### config.mk
export PLATFORM = sky130hd
export DESIGN_NAME = fault_flag_register
export DESIGN_NICKNAME = d
export VERILOG_FILES = /design/src/verilog/ft_csr_pkg.sv /design/src/verilog/alu_ft_pkg.sv /design/src/verilog/fault_flag_register.sv
export SDC_FILE = /design/constraint.sdc
export NUM_CORES = 1
export LEC_CHECK = 0
export BUFFER_PORTS_ARGS = -buffer_cell sky130_fd_sc_hd__buf_4
export CORE_AREA = 3 3 476 478
export CTS_BUF_LIST = sky130_fd_sc_hd__clkbuf_16
export CTS_CLUSTER_DIAMETER = 100
export DETAILED_ROUTE_END_ITERATION = 8
export DIE_AREA = 0 0 479 481
export HOLD_SLACK_MARGIN = 0.12
export PLACE_DENSITY = 0.3
export SYNTH_ARGS = -nofsm -noshare
export SYNTH_HDL_FRONTEND = slang
export SYNTH_SLANG_ARGS = --single-unit
### constraint.sdc
create_clock -name clock_gated -period 1.3 [get_ports clock_gated]
set_clock_uncertainty 0.05 [all_clocks]
set_input_delay 0.26 -clock clock_gated [delete_from_list [all_inputs] [get_ports clock_gated]]
set_output_delay 0.26 -clock clock_gated [all_outputs]
set_load 0.02 [all_outputs]
### src/verilog/ft_csr_pkg.sv
`default_nettype none
////////////////////////////////////////
// Fault monitor CSR definitions
// Address and data types
// Counter and fault map addresses
// CSR request bundle
////////////////////////////////////////

package ft_csr_pkg;

  typedef logic [11:0] csr_addr_t;
  typedef logic [31:0] csr_data_t;

  // Counter of class c, lane l at base + 4c + l
  localparam csr_addr_t FT_CNT_BASE    = 12'hB08;
  // Flags of classes 0..7, bit 4c + l
  localparam csr_addr_t FT_MAP_LO_ADDR = 12'hB2C;
  // Division class flags in bits 3:0
  localparam csr_addr_t FT_MAP_HI_ADDR = 12'hB2D;

  // CSR port request
  typedef struct packed {
    csr_addr_t addr;
    logic      re;
    logic      we;
    csr_data_t wdata;
  } ft_csr_req_t;

endpackage

`default_nettype wire

### src/verilog/alu_ft_pkg.sv
`default_nettype none
////////////////////////////////////////
// ALU fault monitor definitions
// Lane and operation class counts
// Operator codes, two per class
// Leaky bucket counter policy
// Event, class and counter types
////////////////////////////////////////

package alu_ft_pkg;

  // Monitored lanes and operation classes
  localparam int NUM_LANES    = 4;
  localparam int NUM_CLASSES  = 9;
  localparam int DIV_CLASS    = 8;
  localparam int ALU_OP_WIDTH = 7;

  typedef logic [ALU_OP_WIDTH-1:0] alu_op_t;
  // One-hot class, all zero when the operator has no class
  typedef logic [NUM_CLASSES-1:0]  class_sel_t;
  typedef logic [31:0]             err_count_t;
  typedef logic [NUM_CLASSES-1:0]  lane_flags_t;

  ////////////////////////////////////////
  // Operator codes
  ////////////////////////////////////////
  localparam alu_op_t OP_ADD  = 7'b0011000;
  localparam alu_op_t OP_SRL  = 7'b0100101;
  localparam alu_op_t OP_XOR  = 7'b0101111;
  localparam alu_op_t OP_AND  = 7'b0010101;
  localparam alu_op_t OP_BSET = 7'b0101100;
  localparam alu_op_t OP_BCLR = 7'b0101011;
  localparam alu_op_t OP_CNT  = 7'b0110100;
  localparam alu_op_t OP_FF1  = 7'b0110110;
  localparam alu_op_t OP_SHUF = 7'b0111010;
  localparam alu_op_t OP_EXT  = 7'b0111111;
  localparam alu_op_t OP_LTS  = 7'b0000000;
  localparam alu_op_t OP_EQ   = 7'b0001100;
  localparam alu_op_t OP_ABS  = 7'b0010100;
  localparam alu_op_t OP_CLIP = 7'b0010110;
  localparam alu_op_t OP_MIN  = 7'b0010000;
  localparam alu_op_t OP_MAX  = 7'b0010010;
  localparam alu_op_t OP_DIV  = 7'b0110001;
  localparam alu_op_t OP_REM  = 7'b0110011;

  // Leaky bucket policy
  localparam err_count_t ERR_THRESHOLD = 32'd8;
  localparam err_count_t ERR_INCREASE  = 32'd2;
  localparam err_count_t ERR_DECREASE  = 32'd1;

  // One lane's report for one cycle
  typedef struct packed {
    logic    enable;
    alu_op_t op;
    logic    error;
  } alu_event_t;

endpackage

`default_nettype wire
### src/verilog/fault_flag_register.sv
`timescale 1ns/10ps
`default_nettype none
////////////////////////////////////////
// Sticky fault flags, 4 lanes x 9 classes
// Threshold compare on every counter
// Fault map write from the CSR port
////////////////////////////////////////

module fault_flag_register (
  input  logic                  clock_gated,
  input  logic                  rst_n,
  input  alu_ft_pkg::err_count_t [alu_ft_pkg::NUM_LANES-1:0][alu_ft_pkg::NUM_CLASSES-1:0]
                                counts_i,
  input  logic                  map_lo_we_i,
  input  logic                  map_hi_we_i,
  input  ft_csr_pkg::csr_data_t wr_data_i,
  output alu_ft_pkg::lane_flags_t [alu_ft_pkg::NUM_LANES-1:0] flags_o
);

  import alu_ft_pkg::*;

  lane_flags_t [NUM_LANES-1:0] flags_q;
  lane_flags_t [NUM_LANES-1:0] flags_d;

  always_comb begin
    for (int l = 0; l < NUM_LANES; l++) begin
      for (int c = 0; c < NUM_CLASSES; c++) begin
        // Sticky set once the counter reaches the threshold
        flags_d[l][c] = flags_q[l][c] | (counts_i[l][c] >= ERR_THRESHOLD);
        // Map write reloads the flag, set or clear
        if (c < DIV_CLASS) begin
          if (map_lo_we_i) begin
            flags_d[l][c] = wr_data_i[NUM_LANES*c + l];
          end
        end else if (map_hi_we_i) begin
          flags_d[l][c] = wr_data_i[l];
        end
      end
    end
  end

  always_ff @(posedge clock_gated or negedge rst_n) begin
    if (!rst_n) begin
      flags_q <= '0;
    end else begin
      flags_q <= flags_d;
    end
  end

  assign flags_o = flags_q;

endmodule

`default_nettype wire

Yosys cells after proc, flatten, opt, wreduce, memory -nomap -nowiden
Cells that the tools add are included.
{"block": "word_totals", "reg_bits": 36, "inputBits": 1188, "wordCells": 112, "output_inout_bits": 36}
{"block": "classes", "bitwise_logic": 36, "mux": 36, "n_lt_le_gt_ge": 36}
{"cell": "$ge 32x4->1 const B", "count": 36}
{"cell": "$mux 1", "count": 36}
{"cell": "$or 1x1->1", "count": 36}

Depth between registers and ports, before layout
Gate-level depths: netlist (run 1).
{"block": "logic_depth", "word_depth": 3, "mapped_depth": 5, "ltp_nobuf": 3}

Worst setup path before layout (run 1)
No wires, ideal clock.
{"block": "synth_timing", "path_type": "input to register", "from": "input map_lo_we_i", "to": "register flags_q, in the netlist flags_o[21]", "path_buffers": 2, "cell_stages": 5, "required_ns": 1.117, "slack_ns": 0.104, "arrival_time_ns": 1.013, "setup_time_ns": 0.133, "cell_sequence": "buf_6 > buf_6 > nor4_2 > nand4_1 > a2bb2oi_1"}
{"element": "start, declared", "line": "fault_flag_register.sv:14", "text": "input logic map_lo_we_i,"}
{"element": "end signal, assigned", "line": "fault_flag_register.sv:46", "text": "flags_q <= flags_d;"}
{"element": "end, declared", "line": "fault_flag_register.sv:22", "text": "lane_flags_t [NUM_LANES-1:0] flags_q;"}

==> summary.md, run 1 <==
| Metric | Value |
|---|---|
| Worst-margin pin slew | `0.656 ns` |
| Htree depth | `2` |
| Clk pwr share | `25.9%` |
| CTS Buf Count | `5` |
| Largest stage delay on the critical path | `0.53 ns` |
| Area Growth Syn to Fin | `370%` |
| Deepest clock path buffer count | `2` |
| Initial DRC Count | `202` |
| Top FF cell, synth | `dfrtp_1` |
| Seq pwr share | `17.7%` |
| Final WS setup | `-0.196 ns` |
| Reg2reg end | `flags_o[26]$_DFF_PN0_` |
| Slew Viols, Final | `0` |
| DPL Wire Length | `89700 µm` |
| Final WL | `95600 µm` |
| Clock-pin slew on the worst setup and hold paths | `0.11 ns` |
| Leakage power | `7.03 nW` |
| Post-route DRC | `0` |
| Hold Violations, Final | `0` |
| EDFF count, synth | `0` |
| Synth cell types | `9` |
| Skew-Pair Late Insertion Delay | `0.38 ns` |
| First-pass GRT wire length | `115000 µm` |
| Most numerous cell in the Yosys netlist | `nor4_1` |
| Iteration count of the initial detailed-routing pass | `4` |
| HP Start | `wr_data_i[5]` |
| Min Hold Slack | `0.159 ns` |
| Max Cap Violations | `0` |
| Mean post-synth cell area | `7.95 µm²` |
| I/O Buffers | `1115` |
| TritonCTS Sinks | `36` |
| Post-synth net total | `1660` |
| Maximum VDD drop | `551 µV` |
| Core Util, Final | `7.94%` |
| Crit path time final | `1.50 ns` |
| Vias in the first global route | `11300` |
| Yosys top cell by area | `nor4_1` |
| Finished Cell Area | `17700 µm²` |
| Die height | `481 µm` |
| Worst-path fanout max | `2` |
| Ratio of cells with drive above 1 in the final layout | `74.7%` |
| Final worst-path cycle share | `115%` |
| Critical path's top delay family | `simple AND/OR/NAND/NOR gates` |
| Logic gate share of total power | `56.5%` |
| P_sw | `0.00260 W` |
| Synth top area cells | `nor4_1 38%, dfrtp_1 24%, nand4_1 12%` |
| Number of antenna-violating nets in the routed design | `0` |
| Async set-reset flop share out of synthesis | `100%` |
| Fill count | `26100` |
| Drt wl/cell | `20.2 µm` |
| Gpl congestion | `0.908` |
| Synth top area share | `38.0%` |
| Startpoint types | `flip-flop` |
| Bufs and invs on worst path | `0` |
| Worst-path cell chain | `nor4_4 -> nand4_1 -> a2bb2oi_2` |
| RSZ-0062 raised after global routing | `true` |
| Worst Reg-to-Reg Cells | `3` |
| Final TNS setup | `-0.666 ns` |
| Synth cell count leaders | `228 x nor4_1, 72 x nand4_1, 36 x a2bb2oi_1, 36 x dfrtp_1, 36 x nor3_1` |
| Failing checks | `negative setup slack` |
| Overall Global Routing Usage | `7.84%` |
| Initial Utilization | `1.69%` |
| Critical Path RT | `1.52 ns` |
| Largest net degree at the start of global routing | `27` |
| Die X | `479 µm` |
| Sequential area share after synthesis | `24.0%` |
| Nets | `2921` |
| Total power | `0.00705 W` |
| Syn Inst Count | `472` |
| Max reg flops | `36` |
| Worst hold path depth | `3` |
| Stages on worst setup path | `3` |
| Critical-path top delay cell | `dfrtp_2` |
| Root Driver | `clkbuf_16` |
| FF-to-FF setup slack | `-0.20 ns` |
| Placed instance area | `16600 µm²` |
| CTS tree | `yes` |
| Pwr dens | `400 nW/µm²` |
| Setup crit end kind | `flip-flop` |
| Core Region | `222000 µm²` |
| Worst hold path class | `input port to flip-flop` |
| Rows | `173` |
| Sw Share | `36.9%` |
| Yosys warnings | `0` |
| # IOs | `1224` |
| R2R Path Start | `flags_o[26]$_DFF_PN0_` |
| Total gr overflow | `0` |
| Flops & latches, synth | `36` |
| Outcome | `finished with violations` |
| Finish-stage setup viols | `11` |
| Synthesized cell area | `3750 µm²` |
| Vias | `10200` |
| Hold endpoint | `flags_o[10]$_DFF_PN0_` |
| Die area | `230000 µm²` |
| Vias/cell | `2.15` |
| P_int | `0.00445 W` |
| Relative slew slack | `55.9%` |
| Max Clk Rate | `669 MHz` |
| Arr. time, crit path | `1.72 ns` |
| Initial antenna violation count | `61` |
| WS Path Type | `flip-flop to flip-flop` |
-- routing by layer --
metal,part of all wire (%),wire [µm],GRT usage [%],up-vias
met5,0.14,131,0,-
met4,4.9,4700,3.94,20
met3,9.7,9230,2.90,123
met2,52,49600,14.5,768
met1,33,31900,7.60,4565
li1,-,-,-,4683
-- kinds of logic (layout without fill, tap and decap cells) --
kind of cell	Yosys count	after routing	share of synthesized area (%)
compound gates	36	36	8.40
buf+inv	40	1302	4.80
flops	36	36	24.0
other cells	0	20	0
simple gates	360	360	62.8
-- worst reg2reg max path, cell delays in order, from the launching register on --
cell and delay (ns):
dfrtp_2 0.53, nor4_4 0.17, nand4_1 0.38, a2bb2oi_2 0.25
-- placed cells by master (no fill, tap or decap) --
master            n
dlygate4sd3_1    28
nor4_4            7
nor3_1           36
buf_6            27
clkinv_2          2
dfrtp_1          28
a2bb2oi_2         3
nand4_1          72
nor4_2           36
a2bb2oi_1        33
diode_2          20
buf_12           11
buf_4          1189
clkinv_4          1
inv_1            32
clkbuf_16         5
dfrtp_2           8
nor4_1          209
buf_8             7
-- per-stage QoR --
| stage | cells | setup slack, ns |
|---|---|---|
| after global placement | 4643 | -1.00 |
| after detailed placement | 4643 | -0.941 |
| after global routing | 4724 | -0.277 |
| after floorplan | 472 | 0.104 |
| after CTS | 4705 | -0.224 |
| final | 4729 | -0.196 |
-- worst max path at each step --
| stage | startpoint | endpoint | slack (ns) |
|---|---|---|---|
| floorplan | map_lo_we_i | flags_o[21]$_DFF_PN0_ | 0.10 |
| global placement | counts_i[24] | flags_o[0]$_DFF_PN0_ | -1.00 |
| detailed placement | counts_i[840] | flags_o[26]$_DFF_PN0_ | -0.94 |
| CTS | flags_o[14]$_DFF_PN0_ | flags_o[14] | -0.22 |
| global route | flags_o[26]$_DFF_PN0_ | flags_o[26]$_DFF_PN0_ | -0.28 |
| finish | flags_o[26]$_DFF_PN0_ | flags_o[26]$_DFF_PN0_ | -0.20 |
-- area by class of cell --
class,count,area [µm²],area share [%]
diodes,20,50.0,0.283
clock buffers,5,125,0.709
clock inverters,3,18.8,0.106
inverters,32,120,0.680
multi-input cells,396,2870,16.3
flip-flops and latches,36,911,5.16
well taps,2975,3720,21.1
repair buffers,1262,9840,55.7
-- power by group through the flow --
stage / registers [W] / logic (W) / clock network [W]
6_report: 0.00125 / 0.00398 / 0.00182
3_5_place_dp: 0.00127 / 0.00383 / 0
4_1_cts: 0.00125 / 0.00412 / 0.00215
5_1_grt: 0.00126 / 0.00430 / 0.00214
2_1_floorplan: 0.00131 / 0.000259 / 0
3_3_place_gp: 0.00127 / 0.00383 / 0
-- what timing repair did --
item,in CTS,in global routing
endpoints found under the hold margin,62,0
setup buffers,27,4
gates resized for setup,79,12
hold buffers,28,0
pin swaps,7,7
endpoints found under the setup margin,42,45
No activity file was read; power rests on OpenSTA's default activity.
==> inputs of run 2 (changes only) <==
--- a/config.mk
+++ b/config.mk
@@ -13,6 +13,7 @@
 export DIE_AREA = 0 0 479 481
 export HOLD_SLACK_MARGIN = 0.12
 export PLACE_DENSITY = 0.3
+export RECOVER_POWER = 25
 export SYNTH_ARGS = -nofsm -noshare
 export SYNTH_HDL_FRONTEND = slang
 export SYNTH_SLANG_ARGS = --single-unit
==> summary.md, run 2 (synthesized netlist as in run 1, its figures left out) <==
| Metric | Value |
|---|---|
| Max reg flops | `36` |
| Leakage power | `7.02 nW` |
| Cells after DPL | `4643` |
| Hold Violations, Final | `0` |
| I/O Buffers | `1115` |
| Worst-margin pin slew | `0.656 ns` |
| Largest net degree at the start of global routing | `27` |
| Area Growth Syn to Fin | `370%` |
| Iteration count of the initial detailed-routing pass | `4` |
| Worst hold path class | `input port to flip-flop` |
| Non-Filler Instances | `4729` |
| Seq pwr share | `17.7%` |
| Drt wl/cell | `20.2 µm` |
| Final WS setup | `-0.196 ns` |
| CTS tree | `yes` |
| WS Path Type | `flip-flop to flip-flop` |
| Die X | `479 µm` |
| Overall Global Routing Usage | `7.84%` |
| Core Region | `222000 µm²` |
| Final worst-path cycle share | `115%` |
| Vias/cell | `2.15` |
| Initial DRC Count | `202` |
| Nets | `2921` |
| Crit path time final | `1.50 ns` |
| TritonCTS Sinks | `36` |
| Maximum VDD drop | `551 µV` |
| Leading cell types in the layout, fill and taps excluded | `1188 x buf_4, 209 x nor4_1, 72 x nand4_1, 36 x nor4_2, 36 x nor3_1` |
| Worst hold path depth | `3` |
| Max Cap Violations | `0` |
| # IOs | `1224` |
| Worst Reg-to-Reg Cells | `3` |
| First-pass GRT wire length | `115000 µm` |
| Relative slew slack | `55.9%` |
| Rows | `173` |
| FF-to-FF setup slack | `-0.20 ns` |
| Vias | `10200` |
| Worst-path fanout max | `2` |
| Max Clk Rate | `669 MHz` |
| Finish-stage setup viols | `11` |
| Post-route DRC | `0` |
| Critical Path RT | `1.52 ns` |
| Failing checks | `negative setup slack` |
| Commonest non-fill, non-tap cell in the layout | `buf_4` |
| Setup crit end kind | `flip-flop` |
| Slew Viols, Final | `0` |
| Placed instance area | `16600 µm²` |
| Htree depth | `2` |
| Final WL | `95600 µm` |
| Total power | `0.00705 W` |
| Arr. time, crit path | `1.72 ns` |
| CTS Buf Count | `5` |
| Min Hold Slack | `0.159 ns` |
| RSZ-0062 raised after global routing | `true` |
| Gpl congestion | `0.908` |
| P_int | `0.00444 W` |
| Initial Utilization | `1.69%` |
| Number of antenna-violating nets in the routed design | `0` |
| Outcome | `finished with violations` |
| Skew-Pair Late Insertion Delay | `0.38 ns` |
| Root Driver | `clkbuf_16` |
| Pwr dens | `400 nW/µm²` |
| Die height | `481 µm` |
| Total gr overflow | `0` |
| Vias in the first global route | `11300` |
| Critical-path top delay cell | `dfrtp_2` |
| Sw Share | `36.9%` |
| Logic gate share of total power | `56.4%` |
| Die area | `230000 µm²` |
| P_sw | `0.00260 W` |
| Final TNS setup | `-0.666 ns` |
| Largest stage delay on the critical path | `0.53 ns` |
| Finished Cell Area | `17600 µm²` |
| Initial antenna violation count | `61` |
| Ratio of cells with drive above 1 in the final layout | `74.7%` |
| DPL Wire Length | `89700 µm` |
| Clk pwr share | `25.9%` |
| Deepest clock path buffer count | `2` |
| Worst-path cell chain | `nor4_4 -> nand4_1 -> a2bb2oi_2` |
| Clock-pin slew on the worst setup and hold paths | `0.11 ns` |
| Startpoint types | `flip-flop` |
## run 2: metal layers
| metal | track usage (%) | wire length (µm) | part of all wire [%] |
|---|---|---|---|
| met5 | 0 | 131 | 0.14 |
| met4 | 3.94 | 4700 | 4.9 |
| met3 | 2.90 | 9230 | 9.7 |
| met2 | 14.5 | 49600 | 52 |
| met1 | 7.60 | 31900 | 33 |
## run 2: final timing paths
| path | from | end |
|---|---|---|
| max in group asynchronous | rst_n | flags_o[19]$_DFF_PN0_ |
| worst min-delay path | wr_data_i[5] | flags_o[10]$_DFF_PN0_ |
| worst max-delay path | flags_o[26]$_DFF_PN0_ | flags_o[26]$_DFF_PN0_ |
| min in group asynchronous | rst_n | flags_o[2]$_DFF_PN0_ |
| worst max register to register | flags_o[26]$_DFF_PN0_ | flags_o[26]$_DFF_PN0_ |
| worst min register to register | flags_o[2]$_DFF_PN0_ | flags_o[2]$_DFF_PN0_ |
## run 2: metrics by stage
step	setup WS (ns)	utilization, %
after floorplan	0.104	-
after global placement	-1.00	7.44
after detailed placement	-0.941	7.45
after CTS	-0.224	7.87
after global routing	-0.277	7.93
final	-0.196	7.93
## run 2: timing repair
| item | in CTS | in global routing |
|---|---|---|
| resized for setup | 79 | 12 |
| setup buffers | 27 | 4 |
| endpoints found under the hold margin | 62 | 0 |
| setup endpoints to repair | 42 | 45 |
| pin swaps | 7 | 7 |
| hold buffers | 28 | 0 |
## run 2: power by group through the flow
stage | logic [W] | clock network, W | registers (W)
final | 0.00397 | 0.00182 | 0.00125
after global routing | 0.00429 | 0.00214 | 0.00126
after CTS | 0.00412 | 0.00215 | 0.00125
after detailed placement | 0.00383 | 0 | 0.00127
after global placement | 0.00383 | 0 | 0.00127
after floorplan | 0.000259 | 0 | 0.00131
## run 2: area by class of cell
type	instances	area, µm²
Clock inverter	3	18.8
Timing Repair Buffer	1262	9820
Clock buffer	5	125
Antenna cell	20	50.0
Sequential cell	36	911
Multi-Input combinational cell	396	2870
Fill cell	26100	205000
Inverter	32	120
Tap cell	2975	3720
## run 2: worst max-delay path, delay by kind of cell, from the launching register on
kind / cells / cell delay, ns
flip-flops: 1 / 0.53
AND/OR/NAND/NOR: 2 / 0.55
AO/OA/AOI/OAI: 1 / 0.25
==> inputs of run 3 (changes only) <==
--- a/config.mk
+++ b/config.mk
@@ -12,7 +12,6 @@
 export DETAILED_ROUTE_END_ITERATION = 8
 export DIE_AREA = 0 0 479 481
 export HOLD_SLACK_MARGIN = 0.12
-export PLACE_DENSITY = 0.3
 export RECOVER_POWER = 25
 export SYNTH_ARGS = -nofsm -noshare
 export SYNTH_HDL_FRONTEND = slang
==> summary.md, run 3 (synthesized netlist as in run 1, its figures left out) <==
| Metric | Value |
|---|---|
| Cells after DPL | `4648` |
| Met2 WL | `51600 µm` |
| DPL Wire Length | `95000 µm` |
| Worst-path fanout max | `2` |
| Drt wl/cell | `21.8 µm` |
| Gpl congestion | `0.982` |
| I/O Buffers | `1115` |
| Setup crit end kind | `primary output` |
| Die X | `479 µm` |
| Nets | `2916` |
| Initial DRC Count | `397` |
| Largest stage delay on the critical path | `0.56 ns` |
| Initial Utilization | `1.69%` |
| Number of antenna-violating nets in the routed design | `0` |
| Total gr overflow | `0` |
| Die area | `230000 µm²` |
| Skew-Pair Late Insertion Delay | `0.39 ns` |
| Critical-path top delay cell | `dfrtp_4` |
| Iteration count of the initial detailed-routing pass | `5` |
| Leading cell types in the layout, fill and taps excluded | `1181 x buf_4, 209 x nor4_1, 72 x nand4_1, 37 x nor4_2, 36 x a2bb2oi_1` |
| Wl on met1 | `35100 µm` |
| Post-route DRC | `0` |
| Core Util, Final | `7.95%` |
| Commonest non-fill, non-tap cell in the layout | `buf_4` |
| TritonCTS Sinks | `36` |
| Root Driver | `clkbuf_16` |
| Relative slew slack | `35.0%` |
| Hold Violations, Final | `0` |
| Most frequent cell on the critical path | `buf_4` |
| Met3 wire length | `9690 µm` |
| Rows | `173` |
| Slew Viols, Final | `0` |
| Largest net degree at the start of global routing | `37` |
| Worst-margin pin slew | `0.967 ns` |
| RSZ-0062 raised after global routing | `true` |
| Core Region | `222000 µm²` |
| Pwr dens | `410 nW/µm²` |
| Finish-stage setup viols | `17` |
| Final WL | `103000 µm` |
| Critical Path RT | `0.99 ns` |
| Max Cap Violations | `0` |
| Ratio of cells with drive above 1 in the final layout | `74.4%` |
| Overall Global Routing Usage | `8.42%` |
| Vias/cell | `2.23` |
| Deepest clock path buffer count | `2` |
| Die height | `481 µm` |
| Non-Filler Instances | `4731` |
| DR top layer | `met5` |
| Vias | `10600` |
| Min Hold Slack | `0.163 ns` |
| Outcome | `finished with violations` |
| Total power | `0.00724 W` |
| Vias in the first global route | `11500` |
| Failing checks | `negative setup slack` |
| Clock-pin slew on the worst setup and hold paths | `0.12 ns` |
| Leakage power | `7.04 nW` |
| CTS Buf Count | `5` |
| Initial antenna violation count | `65` |
| Final worst-path cycle share | `124%` |
| Max Clk Rate | `622 MHz` |
| Worst-path cell chain | `buf_4 -> buf_4` |
| Worst hold path class | `input port to flip-flop` |
| CTS tree | `yes` |
| First-pass GRT wire length | `121000 µm` |
| Startpoint types | `flip-flop` |
| Htree depth | `2` |
| WS Path Type | `flip-flop to primary output` |
| Area Growth Syn to Fin | `371%` |
| Maximum VDD drop | `541 µV` |
| Final WS setup | `-0.307 ns` |
| Arr. time, crit path | `1.30 ns` |
| # IOs | `1224` |
| Crit path time final | `1.61 ns` |
| Max reg flops | `36` |
run 3: cell types whose count changed in the layout (fill, tap and decap cells not counted), moves of 2 or more:
cell	previous run	this run
dfrtp_2	8	3
buf_6	29	23
diode_2	20	27
dfrtp_1	28	32
a2bb2oi_1	33	36
dlygate4sd3_1	28	26
a2bb2oi_2	3	0
buf_4	1188	1181
buf_12	9	18
run 3: path summary, 6_finish.rpt:
path | depth (start not counted) | startpoint | to | slack, ns
hold / removal | 3 | wr_data_i[26] | flags_o[24]$_DFF_PN0_ | 0.16
setup reg to reg | 3 | flags_o[11]$_DFF_PN0_ | flags_o[11]$_DFF_PN0_ | -0.21
hold reg to reg | 3 | flags_o[17]$_DFF_PN0_ | flags_o[17]$_DFF_PN0_ | 0.66
max in group asynchronous | 3 | rst_n | flags_o[13]$_DFF_PN0_ | 0.13
setup / recovery | 2 | flags_o[11]$_DFF_PN0_ | flags_o[11] | -0.31
min in group asynchronous | 3 | rst_n | flags_o[11]$_DFF_PN0_ | 0.46
run 3: through the flow:
step	setup TNS, ns	instance area [µm²]	worst slack [ns]
6_report	-1.05	17700	-0.307
5_1_grt	-3.24	17700	-0.499
4_1_cts	-3.60	17600	-0.469
3_5_place_dp	-10.52	16700	-0.858
3_3_place_gp	-12.05	16600	-1.87
2_1_floorplan	0	3750	0.104
run 3: worst max-delay path, delay by kind of cell (launching register included):
family                 cells  cell delay (ns)
flip-flops                 1             0.56
buffers and inverters      2             0.34
run 3: power breakdown:
group,internal (W),switching (W),total [W]
combinational,0.00256,0.00155,0.00410
clock,0.000731,0.00116,0.00189
sequential,0.00118,0.0000658,0.00124
total,0.00447,0.00278,0.00724
run 3: cell type report:
cell class / count / area (µm²)
clock inverter: 3 / 18.8
antenna: 27 / 67.6
inverter: 32 / 120
clock buffer: 5 / 125
tap: 2975 / 3720
fill: 26100 / 205000
multi-input combinational: 396 / 2850
sequential: 36 / 908
timing repair buffer: 1257 / 9860
run 3: layer usage:
| layer | vias up | GRT usage, % |
|---|---|---|
| met5 | - | 0 |
| met4 | 22 | 5.08 |
| met3 | 193 | 2.88 |
| met2 | 885 | 15.1 |
| met1 | 4780 | 8.43 |
| li1 | 4682 | - |
run 3: repair_timing:
action	in CTS	in global routing
pin swaps	9	4
hold buffers	26	0
hold endpoints to repair	59	0
gates resized for setup	77	6
endpoints found under the setup margin	42	42
buffers inserted	24	1
